`src/design/uart_pkg.sv`:
```
package uart_pkg;

	//////////////////////////////////////////////////
	// character framing
	//////////////////////////////////////////////////
	localparam int DATA_BITS     = 8;
	localparam int OVERSAMPLE    = 16;
	// one oversample tick every CLKS_PER_TICK clocks, so a bit is 32 clocks
	localparam int CLKS_PER_TICK = 2;

	localparam int TICK_DIV_BITS = $clog2(CLKS_PER_TICK);
	localparam int OS_CNT_BITS   = $clog2(OVERSAMPLE);
	localparam int BIT_CNT_BITS  = $clog2(DATA_BITS);

	// terminal counts
	localparam logic [TICK_DIV_BITS-1:0] TICK_LAST = TICK_DIV_BITS'(CLKS_PER_TICK - 1);
	localparam logic [OS_CNT_BITS-1:0]   OS_LAST   = OS_CNT_BITS'(OVERSAMPLE - 1);
	localparam logic [OS_CNT_BITS-1:0]   OS_MID    = OS_CNT_BITS'(OVERSAMPLE / 2 - 1);
	localparam logic [BIT_CNT_BITS-1:0]  BIT_LAST  = BIT_CNT_BITS'(DATA_BITS - 1);

	//////////////////////////////////////////////////
	// byte FIFO
	//////////////////////////////////////////////////
	localparam int FIFO_ADDR_BITS = 3;
	localparam int FIFO_DEPTH     = 1 << FIFO_ADDR_BITS;

	// receiver states
	localparam logic [2:0] RX_IDLE  = 3'd0;
	localparam logic [2:0] RX_START = 3'd1;
	localparam logic [2:0] RX_DATA  = 3'd2;
	localparam logic [2:0] RX_STOP  = 3'd3;
	localparam logic [2:0] RX_FLUSH = 3'd4;

	// transmitter states
	localparam logic [2:0] TX_IDLE  = 3'd0;
	localparam logic [2:0] TX_LOAD  = 3'd1;
	localparam logic [2:0] TX_START = 3'd2;
	localparam logic [2:0] TX_DATA  = 3'd3;
	localparam logic [2:0] TX_STOP  = 3'd4;

	// controller states
	localparam logic [1:0] CTL_IDLE  = 2'd0;
	localparam logic [1:0] CTL_FETCH = 2'd1;
	localparam logic [1:0] CTL_HOLD  = 2'd2;

endpackage

```
`src/design/baud_tick_gen.sv`:
```
`timescale 1ns/1ps

module baud_tick_gen
	import uart_pkg::*;
(
	input  logic clk,
	input  logic reset,
	output logic tick
);

	// free-running divider, wraps at CLKS_PER_TICK
	logic [TICK_DIV_BITS-1:0] div_cnt;

	always_ff @(posedge clk)
	begin
		if (reset)
		begin
			div_cnt <= '0;
			tick    <= 1'b0;
		end
		else if (div_cnt == TICK_LAST)
		begin
			// wrap, one-cycle tick
			div_cnt <= '0;
			tick    <= 1'b1;
		end
		else
		begin
			div_cnt <= div_cnt + 1'b1;
			tick    <= 1'b0;
		end
	end

endmodule

```
`src/design/uart_receiver.sv`:
```
`timescale 1ns/1ps

module uart_receiver
	import uart_pkg::*;
(
	input  logic                 clk,
	input  logic                 reset,
	input  logic                 tick,
	input  logic                 rxd,
	output logic [DATA_BITS-1:0] rx_byte,
	output logic                 rx_valid,
	output logic                 frame_err
);

	logic                    rx_meta;
	logic                    rx_sync;
	logic [2:0]              state;
	logic [OS_CNT_BITS-1:0]  tick_cnt;
	logic [BIT_CNT_BITS-1:0] bit_cnt;
	logic [DATA_BITS-1:0]    shreg;

	// two-flop sync, idle line is high
	always_ff @(posedge clk)
	begin
		if (reset)
		begin
			rx_meta <= 1'b1;
			rx_sync <= 1'b1;
		end
		else
		begin
			rx_meta <= rxd;
			rx_sync <= rx_meta;
		end
	end

	//////////////////////////////////////////////////
	// frame FSM
	//////////////////////////////////////////////////
	always_ff @(posedge clk)
	begin
		if (reset)
		begin
			state     <= RX_IDLE;
			tick_cnt  <= '0;
			bit_cnt   <= '0;
			rx_valid  <= 1'b0;
			frame_err <= 1'b0;
		end
		else
		begin
			// strobes default low
			rx_valid  <= 1'b0;
			frame_err <= 1'b0;
			case (state)
				RX_IDLE:
				begin
					// falling edge, possible start bit
					if (!rx_sync)
					begin
						tick_cnt <= '0;
						state    <= RX_START;
					end
				end
				RX_START:
				begin
					if (tick)
					begin
						if (tick_cnt == OS_MID)
						begin
							// still low at mid-point, else a glitch
							tick_cnt <= '0;
							bit_cnt  <= '0;
							state    <= rx_sync ? RX_IDLE : RX_DATA;
						end
						else
							tick_cnt <= tick_cnt + 1'b1;
					end
				end
				RX_DATA:
				begin
					if (tick)
					begin
						if (tick_cnt == OS_LAST)
						begin
							tick_cnt <= '0;
							bit_cnt  <= bit_cnt + 1'b1;
							if (bit_cnt == BIT_LAST)
								state <= RX_STOP;
						end
						else
							tick_cnt <= tick_cnt + 1'b1;
					end
				end
				RX_STOP:
				begin
					if (tick)
					begin
						if (tick_cnt == OS_LAST)
						begin
							// mid stop bit
							tick_cnt  <= '0;
							rx_valid  <= rx_sync;
							frame_err <= !rx_sync;
							state     <= rx_sync ? RX_IDLE : RX_FLUSH;
						end
						else
							tick_cnt <= tick_cnt + 1'b1;
					end
				end
				RX_FLUSH:
				begin
					// bad stop bit, line still low
					// ride out the rest of the bit so a following start lines up
					if (tick)
					begin
						if (tick_cnt == OS_MID)
							state <= RX_IDLE;
						else
							tick_cnt <= tick_cnt + 1'b1;
					end
				end
				default:
					state <= RX_IDLE;
			endcase
		end
	end

	// lsb first, shift in from the top
	always_ff @(posedge clk)
	begin
		if (state == RX_DATA && tick && tick_cnt == OS_LAST)
			shreg <= {rx_sync, shreg[DATA_BITS-1:1]};
	end

	assign rx_byte = shreg;

endmodule

```
`src/design/uart_transmitter.sv`:
```
`timescale 1ns/1ps

module uart_transmitter
	import uart_pkg::*;
(
	input  logic                 clk,
	input  logic                 reset,
	input  logic                 tick,
	input  logic                 cts_n,
	input  logic                 fifo_empty,
	input  logic [DATA_BITS-1:0] fifo_data,
	output logic                 fifo_rd,
	output logic                 txd
);

	logic [2:0]              state;
	logic [OS_CNT_BITS-1:0]  tick_cnt;
	logic [BIT_CNT_BITS-1:0] bit_cnt;
	logic [DATA_BITS-1:0]    shreg;

	// pull a byte only between characters and with cts asserted
	assign fifo_rd = (state == TX_IDLE) && !fifo_empty && !cts_n;

	//////////////////////////////////////////////////
	// serializer FSM
	//////////////////////////////////////////////////
	always_ff @(posedge clk)
	begin
		if (reset)
		begin
			state    <= TX_IDLE;
			tick_cnt <= '0;
			bit_cnt  <= '0;
			txd      <= 1'b1;
		end
		else
		begin
			case (state)
				TX_IDLE:
				begin
					if (fifo_rd)
						state <= TX_LOAD;
				end
				TX_LOAD:
				begin
					// fifo data valid now, start bit goes out
					tick_cnt <= '0;
					txd      <= 1'b0;
					state    <= TX_START;
				end
				TX_START:
				begin
					if (tick)
					begin
						if (tick_cnt == OS_LAST)
						begin
							tick_cnt <= '0;
							bit_cnt  <= '0;
							txd      <= shreg[0];
							state    <= TX_DATA;
						end
						else
							tick_cnt <= tick_cnt + 1'b1;
					end
				end
				TX_DATA:
				begin
					if (tick)
					begin
						if (tick_cnt == OS_LAST)
						begin
							tick_cnt <= '0;
							bit_cnt  <= bit_cnt + 1'b1;
							// last data bit done, stop bit is high
							if (bit_cnt == BIT_LAST)
							begin
								txd   <= 1'b1;
								state <= TX_STOP;
							end
							else
								txd <= shreg[1];
						end
						else
							tick_cnt <= tick_cnt + 1'b1;
					end
				end
				TX_STOP:
				begin
					// cts is not looked at until back in idle
					if (tick)
					begin
						if (tick_cnt == OS_LAST)
							state <= TX_IDLE;
						else
							tick_cnt <= tick_cnt + 1'b1;
					end
				end
				default:
					state <= TX_IDLE;
			endcase
		end
	end

	// load on TX_LOAD, shift right after each data bit
	always_ff @(posedge clk)
	begin
		if (state == TX_LOAD)
			shreg <= fifo_data;
		else if (state == TX_DATA && tick && tick_cnt == OS_LAST)
			shreg <= shreg >> 1;
	end

endmodule

```
`src/design/byte_fifo.sv`:
```
`timescale 1ns/1ps

module byte_fifo
	import uart_pkg::*;
(
	input  logic                 clk,
	input  logic                 reset,
	input  logic                 wr,
	input  logic [DATA_BITS-1:0] wr_data,
	input  logic                 rd,
	output logic [DATA_BITS-1:0] rd_data,
	output logic                 empty,
	output logic                 full
);

	logic [DATA_BITS-1:0]    mem [0:FIFO_DEPTH-1];
	// one extra bit tells full from empty
	logic [FIFO_ADDR_BITS:0] wr_ptr;
	logic [FIFO_ADDR_BITS:0] rd_ptr;
	logic                    do_wr;
	logic                    do_rd;

	// write when full and read when empty are dropped
	assign do_wr = wr && !full;
	assign do_rd = rd && !empty;

	assign empty = (wr_ptr == rd_ptr);
	assign full  = (wr_ptr[FIFO_ADDR_BITS] != rd_ptr[FIFO_ADDR_BITS])
		&& (wr_ptr[FIFO_ADDR_BITS-1:0] == rd_ptr[FIFO_ADDR_BITS-1:0]);

	// pointers
	always_ff @(posedge clk)
	begin
		if (reset)
		begin
			wr_ptr <= '0;
			rd_ptr <= '0;
		end
		else
		begin
			if (do_wr)
				wr_ptr <= wr_ptr + 1'b1;
			if (do_rd)
				rd_ptr <= rd_ptr + 1'b1;
		end
	end

	//////////////////////////////////////////////////
	// storage, read data valid the cycle after rd
	//////////////////////////////////////////////////
	always_ff @(posedge clk)
	begin
		if (do_wr)
			mem[wr_ptr[FIFO_ADDR_BITS-1:0]] <= wr_data;
		if (do_rd)
			rd_data <= mem[rd_ptr[FIFO_ADDR_BITS-1:0]];
	end

endmodule

```
`src/design/echo_controller.sv`:
```
`timescale 1ns/1ps

module echo_controller
	import uart_pkg::*;
(
	input  logic                 clk,
	input  logic                 reset,
	input  logic                 rx_empty,
	input  logic                 rx_full,
	input  logic                 rx_valid,
	input  logic [DATA_BITS-1:0] rx_data,
	input  logic                 tx_full,
	output logic                 rx_rd,
	output logic                 tx_wr,
	output logic [DATA_BITS-1:0] tx_data,
	output logic                 overrun
);

	logic [1:0] state;

	// hold state writes as soon as the tx fifo has room
	assign tx_wr = (state == CTL_HOLD) && !tx_full;

	//////////////////////////////////////////////////
	// idle -> fetch -> hold
	//////////////////////////////////////////////////
	always_ff @(posedge clk)
	begin
		if (reset)
		begin
			state <= CTL_IDLE;
			rx_rd <= 1'b0;
		end
		else
		begin
			case (state)
				CTL_IDLE:
				begin
					// byte waiting, read pulse next cycle
					if (!rx_empty)
					begin
						rx_rd <= 1'b1;
						state <= CTL_FETCH;
					end
				end
				CTL_FETCH:
				begin
					// first cycle carries rd, second one sees the data
					rx_rd <= 1'b0;
					if (!rx_rd)
						state <= CTL_HOLD;
				end
				CTL_HOLD:
				begin
					// byte held here while tx fifo is full
					if (tx_wr)
						state <= CTL_IDLE;
				end
				default:
					state <= CTL_IDLE;
			endcase
		end
	end

	// capture in the cycle after rd
	always_ff @(posedge clk)
	begin
		if (state == CTL_FETCH && !rx_rd)
			tx_data <= rx_data;
	end

	// byte arriving on a full rx fifo is lost, flag sticks until reset
	always_ff @(posedge clk)
	begin
		if (reset)
			overrun <= 1'b0;
		else if (rx_valid && rx_full)
			overrun <= 1'b1;
	end

endmodule

```
`src/design/uart_echo.sv`:
```
`timescale 1ns/1ps

module uart_echo
	import uart_pkg::*;
(
	input  logic clk,
	input  logic reset,
	input  logic rxd,
	input  logic cts_n,
	output logic txd,
	output logic frame_error,
	output logic overrun
);

	logic                 tick;
	logic [DATA_BITS-1:0] rx_byte;
	logic                 rx_valid;
	logic                 frame_err;
	logic                 rx_rd;
	logic [DATA_BITS-1:0] rx_data;
	logic                 rx_empty;
	logic                 rx_full;
	logic                 tx_wr;
	logic [DATA_BITS-1:0] tx_data;
	logic                 tx_rd;
	logic [DATA_BITS-1:0] tx_fifo_data;
	logic                 tx_empty;
	logic                 tx_full;

	// shared 16x tick for both directions
	baud_tick_gen i_baud_tick_gen (
		.clk   (clk),
		.reset (reset),
		.tick  (tick)
	);

	//////////////////////////////////////////////////
	// receive side
	//////////////////////////////////////////////////
	uart_receiver i_uart_receiver (
		.clk       (clk),
		.reset     (reset),
		.tick      (tick),
		.rxd       (rxd),
		.rx_byte   (rx_byte),
		.rx_valid  (rx_valid),
		.frame_err (frame_err)
	);

	byte_fifo rx_fifo (
		.clk     (clk),
		.reset   (reset),
		.wr      (rx_valid),
		.wr_data (rx_byte),
		.rd      (rx_rd),
		.rd_data (rx_data),
		.empty   (rx_empty),
		.full    (rx_full)
	);

	// moves one byte at a time between the fifos
	echo_controller i_echo_controller (
		.clk      (clk),
		.reset    (reset),
		.rx_empty (rx_empty),
		.rx_full  (rx_full),
		.rx_valid (rx_valid),
		.rx_data  (rx_data),
		.tx_full  (tx_full),
		.rx_rd    (rx_rd),
		.tx_wr    (tx_wr),
		.tx_data  (tx_data),
		.overrun  (overrun)
	);

	//////////////////////////////////////////////////
	// transmit side
	//////////////////////////////////////////////////
	byte_fifo tx_fifo (
		.clk     (clk),
		.reset   (reset),
		.wr      (tx_wr),
		.wr_data (tx_data),
		.rd      (tx_rd),
		.rd_data (tx_fifo_data),
		.empty   (tx_empty),
		.full    (tx_full)
	);

	uart_transmitter i_uart_transmitter (
		.clk        (clk),
		.reset      (reset),
		.tick       (tick),
		.cts_n      (cts_n),
		.fifo_empty (tx_empty),
		.fifo_data  (tx_fifo_data),
		.fifo_rd    (tx_rd),
		.txd        (txd)
	);

	// sticky frame error, cleared by reset only
	always_ff @(posedge clk)
	begin
		if (reset)
			frame_error <= 1'b0;
		else if (frame_err)
			frame_error <= 1'b1;
	end

endmodule

```
`config.mk`:
```
export PLATFORM = sky130hd
export DESIGN_NAME = uart_echo
export DESIGN_NICKNAME = d
export VERILOG_FILES = /design/src/design/uart_pkg.sv /design/src/design/baud_tick_gen.sv /design/src/design/uart_receiver.sv /design/src/design/uart_transmitter.sv /design/src/design/byte_fifo.sv /design/src/design/echo_controller.sv /design/src/design/uart_echo.sv
export SDC_FILE = /design/constraint.sdc
export NUM_CORES = 1
export LEC_CHECK = 0
export BUFFER_PORTS_ARGS = -buffer_cell sky130_fd_sc_hd__buf_4
export CAP_MARGIN = 5
export CORE_ASPECT_RATIO = 1.2
export CORE_MARGIN = 4
export CORE_UTILIZATION = 33
export DETAILED_ROUTE_END_ITERATION = 12
export GPL_TIMING_DRIVEN = 0
export PLACE_DENSITY_LB_ADDON = 0.3
export SYNTH_ARGS = -nofsm -noshare
export SYNTH_HDL_FRONTEND = slang
export SYNTH_SLANG_ARGS = --single-unit
```
`constraint.sdc`:
```
create_clock -name clk -period 2.45 [get_ports clk]
set_input_delay 0.49 -clock clk [delete_from_list [all_inputs] [get_ports clk]]
set_output_delay 0.49 -clock clk [all_outputs]
set_load 0.005 [all_outputs]
```
==> results.ini, run 1 <==
[sta]
slew_violations = 0
period_share_pct = 95.9
tightest_slew_ps = 924
finClkSkew_ps = 11.8
grt_setup_unrepaired = true
max_freq_mhz = 426
hold_ws_ps = 187
tns_ps = 0
min_period_ps = 2350
hold_viol_final = 0
finalSetupViolCount = 0
relSlewSlack_pct = 38.1

[setup_path]
rrSetupSlack_ps = 100
cpLargestDelayFamily = simple AND/OR/NAND/NOR gates
required_ps = 2570
critPathLaunchType = register
worst_setup_path_end_kind = register
r2r_start = rx_fifo.wr_ptr[1]
crit_fanout = 8
cpMaxStageDelayCell = nor2_1
critPathArrivalTime_ps = 2470
critPathKind = register to register
critPathMaxStageDelay_ps = 680
rr_endpoint = rx_fifo.mem[6][6]
rr_worst_depth = 5
path_cells = buf_2, xor2_1, o41ai_4, nand2b_1, nor2_1
crit_buf_inv = 1

[final_layout]
antenna_cells = 0
drive_gt1_share_pct = 22.5
final_cell_area_um2 = 9990
multi_input_area_um2 = 2630
fillers = 2419
final-instance-count-excl-fill = 931
area.sequential_um2 = 6010
area_growth_pct = 14.0
fin_nets = 597

[yosys]
synth-xor-area-share_pct = 1.57
yosys-mux-area-fraction_pct = 12.5
ys.flop_type = edfxtp_1
yosys.area_share.adder_pct = 1.43
yosysWarnings = 0
seq_area_frac_synth_pct = 68.5
ys_seq_elements = 216
syn_area_per_cell_um2 = 15.9
synth_compound_area_share_pct = 4.93
synth_top_family_by_area = multiplexers
synthSimpleGateAreaFrac_pct = 8.87
syn_inst = 550
synth_cell_types = 61
syn_nets = 564
synth-edff-count = 168
netlist_area_um2 = 8760
async_reset_ff_share_pct = 0

[clocking]
hold_buffers = 0
clockBufferDepth = 3
clkSinkCount = 216
clkTransAtPathRegs_ps = 60
cts_tree = yes
cts_root_buf = clkbuf_16
htreeDepth = 1
clock_latency_ps = 500
numCtsBuffers = 23

[routing]
vias = 4683
first_iter_violations = 359
routed_wl_um = 16300
drc = 0
ant_nets = 0
firstDrtPassIters = 5
wl_per_cell_um = 17.5
via_per_inst = 5.03

[outcome]
status = complete, no violations

[place]
placed_area_um2 = 9250
dp_cells = 893
dpl.hpwl_um = 10800
numPortBuffers = 6
gp_congestion = 0.829

[power]
p_sw_uw = 1330
internal-power_uw = 5770
seqPwrFrac_pct = 54.9
p_leak_uw = 0.00321
p_sw_share_pct = 18.7
pwr-share-comb_pct = 0.7
ir_drop_v = 0.000420
powerDensity_nw_per_um2 = 711
power_frac_clock_pct = 44.3

[global_routing]
grt_usage_pct = 11.4
grt_pass1_wl_um = 27000
grt.overflow.total = 0
grt_max_degree = 13
grt_antenna_before_repair = 0
grt_pass1_vias = 4995

[die]
die_w_um = 157
die-area_um2 = 29200
start_util_pct = 33.4
die_height_um = 187
row_count = 65
io_pins = 7
fp.coreArea_um2 = 26300

[hold_path]
hp-start = rxd
hold_depth = 2
hold_end = i_uart_receiver.rx_meta
hold_class = input pin to register

[run]
cap_violations = 0

## worst reg2reg max path, delay by kind of cell (launching register included)
family / cells / cell delay [ps]
xor+xnor: 1 / 310
compound gates: 1 / 180
flops: 1 / 330
simple gates: 2 / 950
buf+inv: 1 / 210
## Yosys cell counts (10+ instances only)
cell type,count,area share (%)
nand3_1,15,0.86
edfxtp_1,168,58
inv_1,14,0.60
nor2_1,32,1.4
mux2_2,24,3.1
a21oi_1,23,1.3
mux4_2,32,8.2
clkbuf_1,14,0.60
dfxtp_1,48,11
nand2_1,22,0.94
ha_1,10,1.4
## power groups by stage
stage	Sequential, uW	Clock [uW]	Combinational [uW]
2_1_floorplan	3980	0	31.7
3_3_place_gp	3980	0	50.2
3_5_place_dp	3980	0	52.3
4_1_cts	3900	3240	52.5
5_1_grt	3900	3400	59.2
6_report	3900	3150	53.0
## metal layers
metal / share of wire, % / vias up / track usage (%) / routed length, um
li1: - / 2205 / - / -
met1: 42 / 2369 / 15.0 / 6900
met2: 53 / 90 / 20.1 / 8610
met3: 3.5 / 19 / 1.67 / 571
met4: 1.4 / 0 / 2.47 / 221
met5: 0 / - / 0 / 0
## flip-flops by register name, indices dropped and copies added, names as in the netlist, 2 cells and up
name,flops
tx_fifo.wr_ptr,4
rx_fifo.wr_ptr,4
i_uart_receiver.bit_cnt,3
tx_fifo.rd_data,8
tx_fifo.mem,64
i_echo_controller.tx_data,8
i_uart_receiver.rx_byte,8
i_uart_receiver.state,3
i_uart_transmitter.shreg,8
i_echo_controller.state,2
tx_fifo.rd_ptr,4
rx_fifo.rd_data,8
i_uart_receiver.tick_cnt,4
i_uart_transmitter.bit_cnt,3
i_uart_transmitter.state,3
rx_fifo.rd_ptr,4
rx_fifo.mem,64
i_uart_transmitter.tick_cnt,4
## metrics by stage
stage                     worst slack (ps)  utilization, %  total power, uW
after floorplan                        255               -             4010
after global placement                -376            35.1             4030
after detailed placement              -200            35.2             4030
after CTS                             26.3            37.8             7190
after global routing                 -46.9            38.0             7360
final                                  101            38.0             7100
## layout make-up
cell class / instances / share of cell area (%)
buffer: 28 / 1.37
inverter: 14 / 0.526
clock inverter: 5 / 0.263
multi-input combinational: 292 / 26.3
sequential: 216 / 60.1
clock buffer: 33 / 6.62
timing repair buffer: 8 / 0.601
tap: 335 / 4.20
## cell families after synthesis
logic type / count (synthesis)
adder cells (fa/ha/maj): 10
AND/OR/NAND/NOR: 140
buffers and inverters: 42
XOR/XNOR: 14
AO/OA/AOI/OAI: 62
multiplexers: 66
flip-flops: 216
## placed cells by master (no fill, tap or decap), types with 5 or more instances in the layout
master / n
xor2_1: 5
clkbuf_1: 18
buf_2: 7
nand4_1: 6
nor2_1: 24
mux2_2: 24
buf_4: 10
nor4_1: 7
a21oi_1: 23
or3_1: 9
nor2b_1: 9
inv_1: 14
nor2_2: 8
nand3_1: 15
nand2_1: 22
ha_1: 10
mux4_2: 32
xnor2_1: 7
mux2i_1: 6
o21ai_0: 9
clkbuf_16: 23
edfxtp_1: 168
dfxtp_1: 48
nand2b_1: 5
## what timing repair did
item,4_1_cts,5_1_grt
gates resized for setup,2,12
setup endpoints to repair,16,90
pin swaps,0,0
setup buffers,0,0
## worst max-delay path by stage
stage / slack (ps) / endpoint / depth (start not counted) / start
3_5_place_dp: -200 / tx_fifo.mem[2][0] / 5 / tx_fifo.wr_ptr[2]
6_report: 100 / rx_fifo.mem[6][6] / 5 / rx_fifo.wr_ptr[1]
4_1_cts: 30 / tx_fifo.mem[6][2] / 5 / tx_fifo.wr_ptr[2]
5_1_grt: -50 / rx_fifo.mem[6][6] / 5 / rx_fifo.wr_ptr[1]
2_1_floorplan: 250 / rx_fifo.mem[1][0] / 5 / rx_fifo.wr_ptr[1]
3_3_place_gp: -380 / rx_fifo.mem[1][4] / 5 / rx_fifo.wr_ptr[1]
Power figures use the tool's default switching activity.
==> run 2: changes to the inputs <==
Settings changed: RECOVER_POWER set to 100.
==> run 2 against run 1 <==
Effect of this change: total power about the same; register-to-register slack about the same; via count up 0.21%; largest power group unchanged.
==> results.ini, run 2 (same netlist as run 1, synthesis figures left out) <==
[setup_path]
critPathKind = register to register
critPathArrivalTime_ps = 2460  ; about the same
crit_fanout = 8  ; unchanged
path_cells = buf_2, xor2_1, o41ai_4, nand2b_1, nor2_1
required_ps = 2570  ; about the same
worst_setup_path_end_kind = register
critPathLaunchType = register
crit_path_start = rx_fifo.wr_ptr[1]
critPathMaxStageDelay_ps = 670  ; about the same
r2r_start = rx_fifo.wr_ptr[1]
cpMaxStageDelayCell = nor2_1

[sta]
relSlewSlack_pct = 37.9  ; -0.17 points
hold_viol_final = 0  ; unchanged
finalSetupViolCount = 0  ; unchanged
max_freq_mhz = 427  ; +0.23%
min_period_ps = 2340  ; -5.32 ps
tightest_slew_ps = 926  ; +2.56 ps
grt_setup_unrepaired = true
final.setup.worst_slack_ps = 106  ; +5.32 ps
period_share_pct = 95.7  ; -0.22 points
slew_violations = 0  ; unchanged
finClkSkew_ps = 12.6  ; +0.827 ps
tns_ps = 0  ; unchanged

[power]
p_leak_uw = 0.00318  ; -0.81%
ir_drop_v = 0.000419  ; about the same
powerDensity_nw_per_um2 = 713  ; +0.33%

[final_layout]
layout_commonest_cell = edfxtp_1
antenna_cells = 0  ; unchanged
final_cell_area_um2 = 9950  ; -0.40%
fillers = 2429  ; +0.41%
area_growth_pct = 13.5
drive_gt1_share_pct = 21.8  ; -0.67 points
fin_nets = 597  ; unchanged
final-instance-count-excl-fill = 931  ; unchanged
layout_common_cells = 168 x edfxtp_1, 48 x dfxtp_1, 32 x mux4_2

[routing]
drc = 0  ; unchanged
first_iter_violations = 388  ; +8.1%
wl_per_cell_um = 17.5  ; about the same
ant_nets = 0  ; unchanged
vias = 4693  ; +0.21%
routed_wl_um = 16300  ; about the same
firstDrtPassIters = 4  ; -1
via_per_inst = 5.04  ; +0.21%

[clocking]
hold_buffers = 0  ; unchanged
clockBufferDepth = 3  ; unchanged
cts_tree = yes
post_cts_buffers = 0  ; unchanged
clkTransAtPathRegs_ps = 60  ; about the same
htreeDepth = 1  ; unchanged
clock_latency_ps = 500  ; about the same
numCtsBuffers = 23  ; unchanged
clkSinkCount = 216  ; unchanged
cts_root_buf = clkbuf_16
post_cts_resized = 2  ; unchanged

[place]
dpl.hpwl_um = 10800  ; unchanged
gp_congestion = 0.829  ; unchanged
dp_slack_ps = -200  ; unchanged
numPortBuffers = 6  ; unchanged
placed_area_um2 = 9250  ; unchanged
dp_cells = 893  ; unchanged

[global_routing]
grt_max_degree = 13  ; unchanged
grt_pass1_vias = 4995  ; unchanged
grt_pass1_wl_um = 27000  ; unchanged
grt.overflow.total = 0  ; unchanged
grt_antenna_before_repair = 0  ; unchanged
grt_usage_pct = 11.4  ; unchanged

[die]
die_w_um = 157  ; unchanged
die-area_um2 = 29200  ; unchanged
start_util_pct = 33.4  ; unchanged
io_pins = 7  ; unchanged
die_height_um = 187  ; unchanged
row_count = 65  ; unchanged
fp.coreArea_um2 = 26300  ; unchanged

[run]
cap_violations = 0  ; unchanged

[hold_path]
hold_class = input pin to register
hp-start = rxd

[outcome]
status = complete, no violations

## run 2: cell count changes in the layout (fill, tap and decap cells not counted), moves of 2 or more
cell,previous run,this run
clkbuf_4,2,5
buf_1,3,1
buf_4,10,4
buf_2,7,5
clkbuf_2,0,4
clkbuf_1,18,22
## run 2: per-layer routing
| metal | share of wire, % | global-route usage, % | up-vias |
|---|---|---|---|
| met5 | 0 | 0 | - |
| met4 | 1.3 | 2.47 | 0 |
| met3 | 3.6 | 1.67 | 17 |
| met2 | 52 | 20.1 | 92 |
| met1 | 43 | 15.0 | 2374 |
| li1 | - | - | 2210 |
## run 2: cell type report
type	count	area, um2	area share, %
buffer	28	129	1.30
clock buffer	33	661	6.64
clock inverter	5	26.3	0.264
inverter	14	52.6	0.528
multi-input combinational	292	2600	26.2
sequential	216	6010	60.4
tap	335	419	4.21
timing repair buffer	8	51.3	0.516
## run 2: worst paths after layout
path                             endpoint  slack, ps  depth (start not counted)
setup / recovery        rx_fifo.mem[6][6]        110                          5
hold / removal    i_uart_receiver.rx_meta        190                          2
setup reg to reg        rx_fifo.mem[6][6]        110                          5
hold reg to reg   i_baud_tick_gen.div_cnt        400                          1
## run 2: metrics by stage
stage | power (uW) | hold slack [ps] | utilization, %
final | 7100 | 188 | 37.9
after floorplan | 4010 | 385 | -
after detailed placement | 4030 | 398 | 35.2
after CTS | 7190 | 162 | 37.8
after global routing | 7360 | 170 | 37.9
after global placement | 4030 | 395 | 35.1
## run 2: worst max-delay path, delay by kind of cell, from the launching register on
| kind | cells | cell delay, ps |
|---|---|---|
| buffers and inverters | 1 | 210 |
| flip-flops | 1 | 330 |
| XOR/XNOR | 1 | 310 |
| AO/OA/AOI/OAI | 1 | 180 |
| AND/OR/NAND/NOR | 2 | 940 |
## run 2: report_power, final
group          switching [uW]  internal (uW)
clock network            1290           1860
logic                    36.7           15.1
registers                3.02           3900
==> run 3: changes to the inputs <==
Clock period 2.45 ns to 2.1 ns, I/O delays scaled along.
==> run 3 against run 2 <==
Effect of this change: sequential cell count unchanged; clock-buffer cell count down 5; utilization up 1.4 points; sequential power up 17%; worst setup slack worse by 7.6 ps; sequential share of layout area down 2.2 points; design area up 3.8%; clock skew down 1.4 ps; fmax up 17%; via count up 0.45%.
==> results.ini, run 3 (same netlist as run 1, synthesis figures left out) <==
[final_layout]
final_cell_area_um2 = 10300  ; +3.8%
fin_nets = 605  ; +1.3%
layout_common_cells = 168 x edfxtp_1, 48 x dfxtp_1, 32 x mux4_2
fillers = 2381  ; -2.0%
multi_input_area_um2 = 2750  ; +5.8%
final-instance-count-excl-fill = 942  ; +1.2%
antenna_cells = 0  ; unchanged
layout_commonest_cell = edfxtp_1
drive_gt1_share_pct = 25.0  ; +3.2 points
area.sequential_um2 = 6010  ; unchanged
area_growth_pct = 17.8

[run]
cap_violations = 0  ; unchanged

[sta]
period_share_pct = 95.3  ; -0.36 points
max_freq_mhz = 500  ; +17%
min_period_ps = 2000  ; -342 ps
finClkSkew_ps = 11.3  ; -1.38 ps
final.setup.worst_slack_ps = 98.2  ; -7.64 ps
tightest_slew_ps = 664  ; -262 ps
hold_viol_final = 0  ; unchanged
slew_violations = 0  ; unchanged
finalSetupViolCount = 0  ; unchanged
relSlewSlack_pct = 55.6  ; +18 points

[hold_path]
hold_depth = 2  ; unchanged
hp-start = rxd
hold_end = i_uart_receiver.rx_meta
hold_class = input pin to register

[global_routing]
grt.overflow.total = 0  ; unchanged
grt_pass1_wl_um = 26500  ; -1.9%
grt_max_degree = 20  ; +7
grt_pass1_vias = 4886  ; -2.2%
grt_antenna_before_repair = 0  ; unchanged
grt_usage_pct = 11.3  ; -0.13 points

[power]
p_leak_uw = 0.00329  ; +3.3%
ir_drop_v = 0.000734  ; +75%
powerDensity_nw_per_um2 = 831  ; +17%

[die]
io_pins = 7  ; unchanged
fp.coreArea_um2 = 26300  ; unchanged
start_util_pct = 33.4  ; unchanged
die-area_um2 = 29200  ; unchanged
die_w_um = 157  ; unchanged
row_count = 65  ; unchanged
die_height_um = 187  ; unchanged

[routing]
vias = 4714  ; +0.45%
routed_wl_um = 16200  ; -0.68%
drc = 0  ; unchanged
wl_per_cell_um = 17.2  ; -1.8%
first_iter_violations = 310  ; -20%
via_per_inst = 5.00  ; -0.73%
ant_nets = 0  ; unchanged
firstDrtPassIters = 4  ; unchanged

[clocking]
htreeDepth = 1  ; unchanged
cts_tree = yes
hold_buffers = 0  ; unchanged
clock_latency_ps = 500  ; about the same
cts_root_buf = clkbuf_16
clkTransAtPathRegs_ps = 60  ; about the same
numCtsBuffers = 23  ; unchanged
clkSinkCount = 216  ; unchanged
clockBufferDepth = 3  ; unchanged

[setup_path]
rr_endpoint = tx_fifo.mem[0][6]
path_cells = clkbuf_4, xor2_2, o41a_1, nand2_2, nor3_4, buf_12
rr_worst_depth = 6  ; +1
crit_fanout = 8  ; unchanged
critPathKind = register to register
r2r_start = tx_fifo.wr_ptr[0]
required_ps = 2310  ; -260 ps
worst_setup_path_end_kind = register
rrSetupSlack_ps = 100  ; about the same
critPathArrivalTime_ps = 2210  ; -250 ps
critPathMaxStageDelay_ps = 330  ; -340 ps
cpLargestDelayFamily = simple AND/OR/NAND/NOR gates
critPathLaunchType = register
crit_buf_inv = 2  ; +1
cpMaxStageDelayCell = dfxtp_1

[place]
dpl.hpwl_um = 10600  ; -1.6%
dp_slack_ps = -429  ; -229 ps
dp_cells = 891  ; -0.22%
numPortBuffers = 6  ; unchanged
gp_congestion = 0.842  ; +1.6%
placed_area_um2 = 9250  ; unchanged

[outcome]
status = complete, no violations

## run 3: cell count changes in the layout (fill, tap and decap cells not counted), moves of 3 or more
cell	previous run	this run
buf_12	0	7
nor2_2	8	0
nor3_4	2	6
buf_4	4	9
xor2_2	1	4
xor2_1	6	2
clkbuf_8	4	1
nor3_2	4	0
buf_2	5	2
nor2_4	0	10
clkinv_1	2	5
bufinv_16	0	3
## run 3: what timing repair did
item | CTS | global route
pin swaps | 8 | 5
resized for setup | 26 | 17
endpoints found under the setup margin | 155 | 141
buffers inserted | 7 | 6
## run 3: area by class of cell
cell class              count  share of cell area (%)
clock inverters            13                    1.32
multi-input cells         292                    26.6
inverters                  14                   0.509
flip-flops and latches    216                    58.2
clock buffers              28                    5.85
well taps                 335                    4.06
repair buffers             19                    2.17
plain buffers              25                    1.27
## run 3: worst reg2reg max path, delay by kind of cell, from the launching register on
family	cells	cell delay (ps)
AOI/OAI and AO/OA	1	300
and+or+nand+nor	2	450
xor gates and xnor gates	1	240
buffers and inverters	2	390
DFF	1	330
## run 3: power breakdown
part	internal (uW)	switching (uW)	total, uW
Combinational	17.6	42.9	60.6
Clock	2400	1570	3970
Sequential	4550	3.51	4550
## run 3: metal layers
layer  global-route usage (%)  vias to the layer above  share of wire (%)
met5                        0                        -                  0
met4                     3.64                        0                2.7
met3                     1.88                       33                3.0
met2                     19.2                       82                 52
met1                     14.7                     2375                 43
li1                         -                     2224                  -
## run 3: through the flow
stage	utilization, %	setup TNS, ps	hold slack (ps)	power, uW
after floorplan	-	0	385	4680
after global placement	35.2	-29980	394	4700
after detailed placement	35.2	-37920	398	4700
after CTS	38.8	-8340	92.6	8690
after global routing	39.3	-11.4	88.2	8880
final	39.3	0	110	8580
## run 3: how the worst max path moves through the flow
stage | start | end | depth (start not counted)
floorplan | rx_fifo.wr_ptr[1] | rx_fifo.mem[3][0] | 5
global placement | i_baud_tick_gen.tick | i_uart_transmitter.shreg[5] | 3
detailed placement | rx_fifo.wr_ptr[1] | rx_fifo.mem[5][4] | 5
CTS | rx_fifo.wr_ptr[1] | rx_fifo.mem[6][3] | 5
global route | tx_fifo.wr_ptr[0] | tx_fifo.mem[4][5] | 5
finish | tx_fifo.wr_ptr[0] | tx_fifo.mem[0][6] | 6
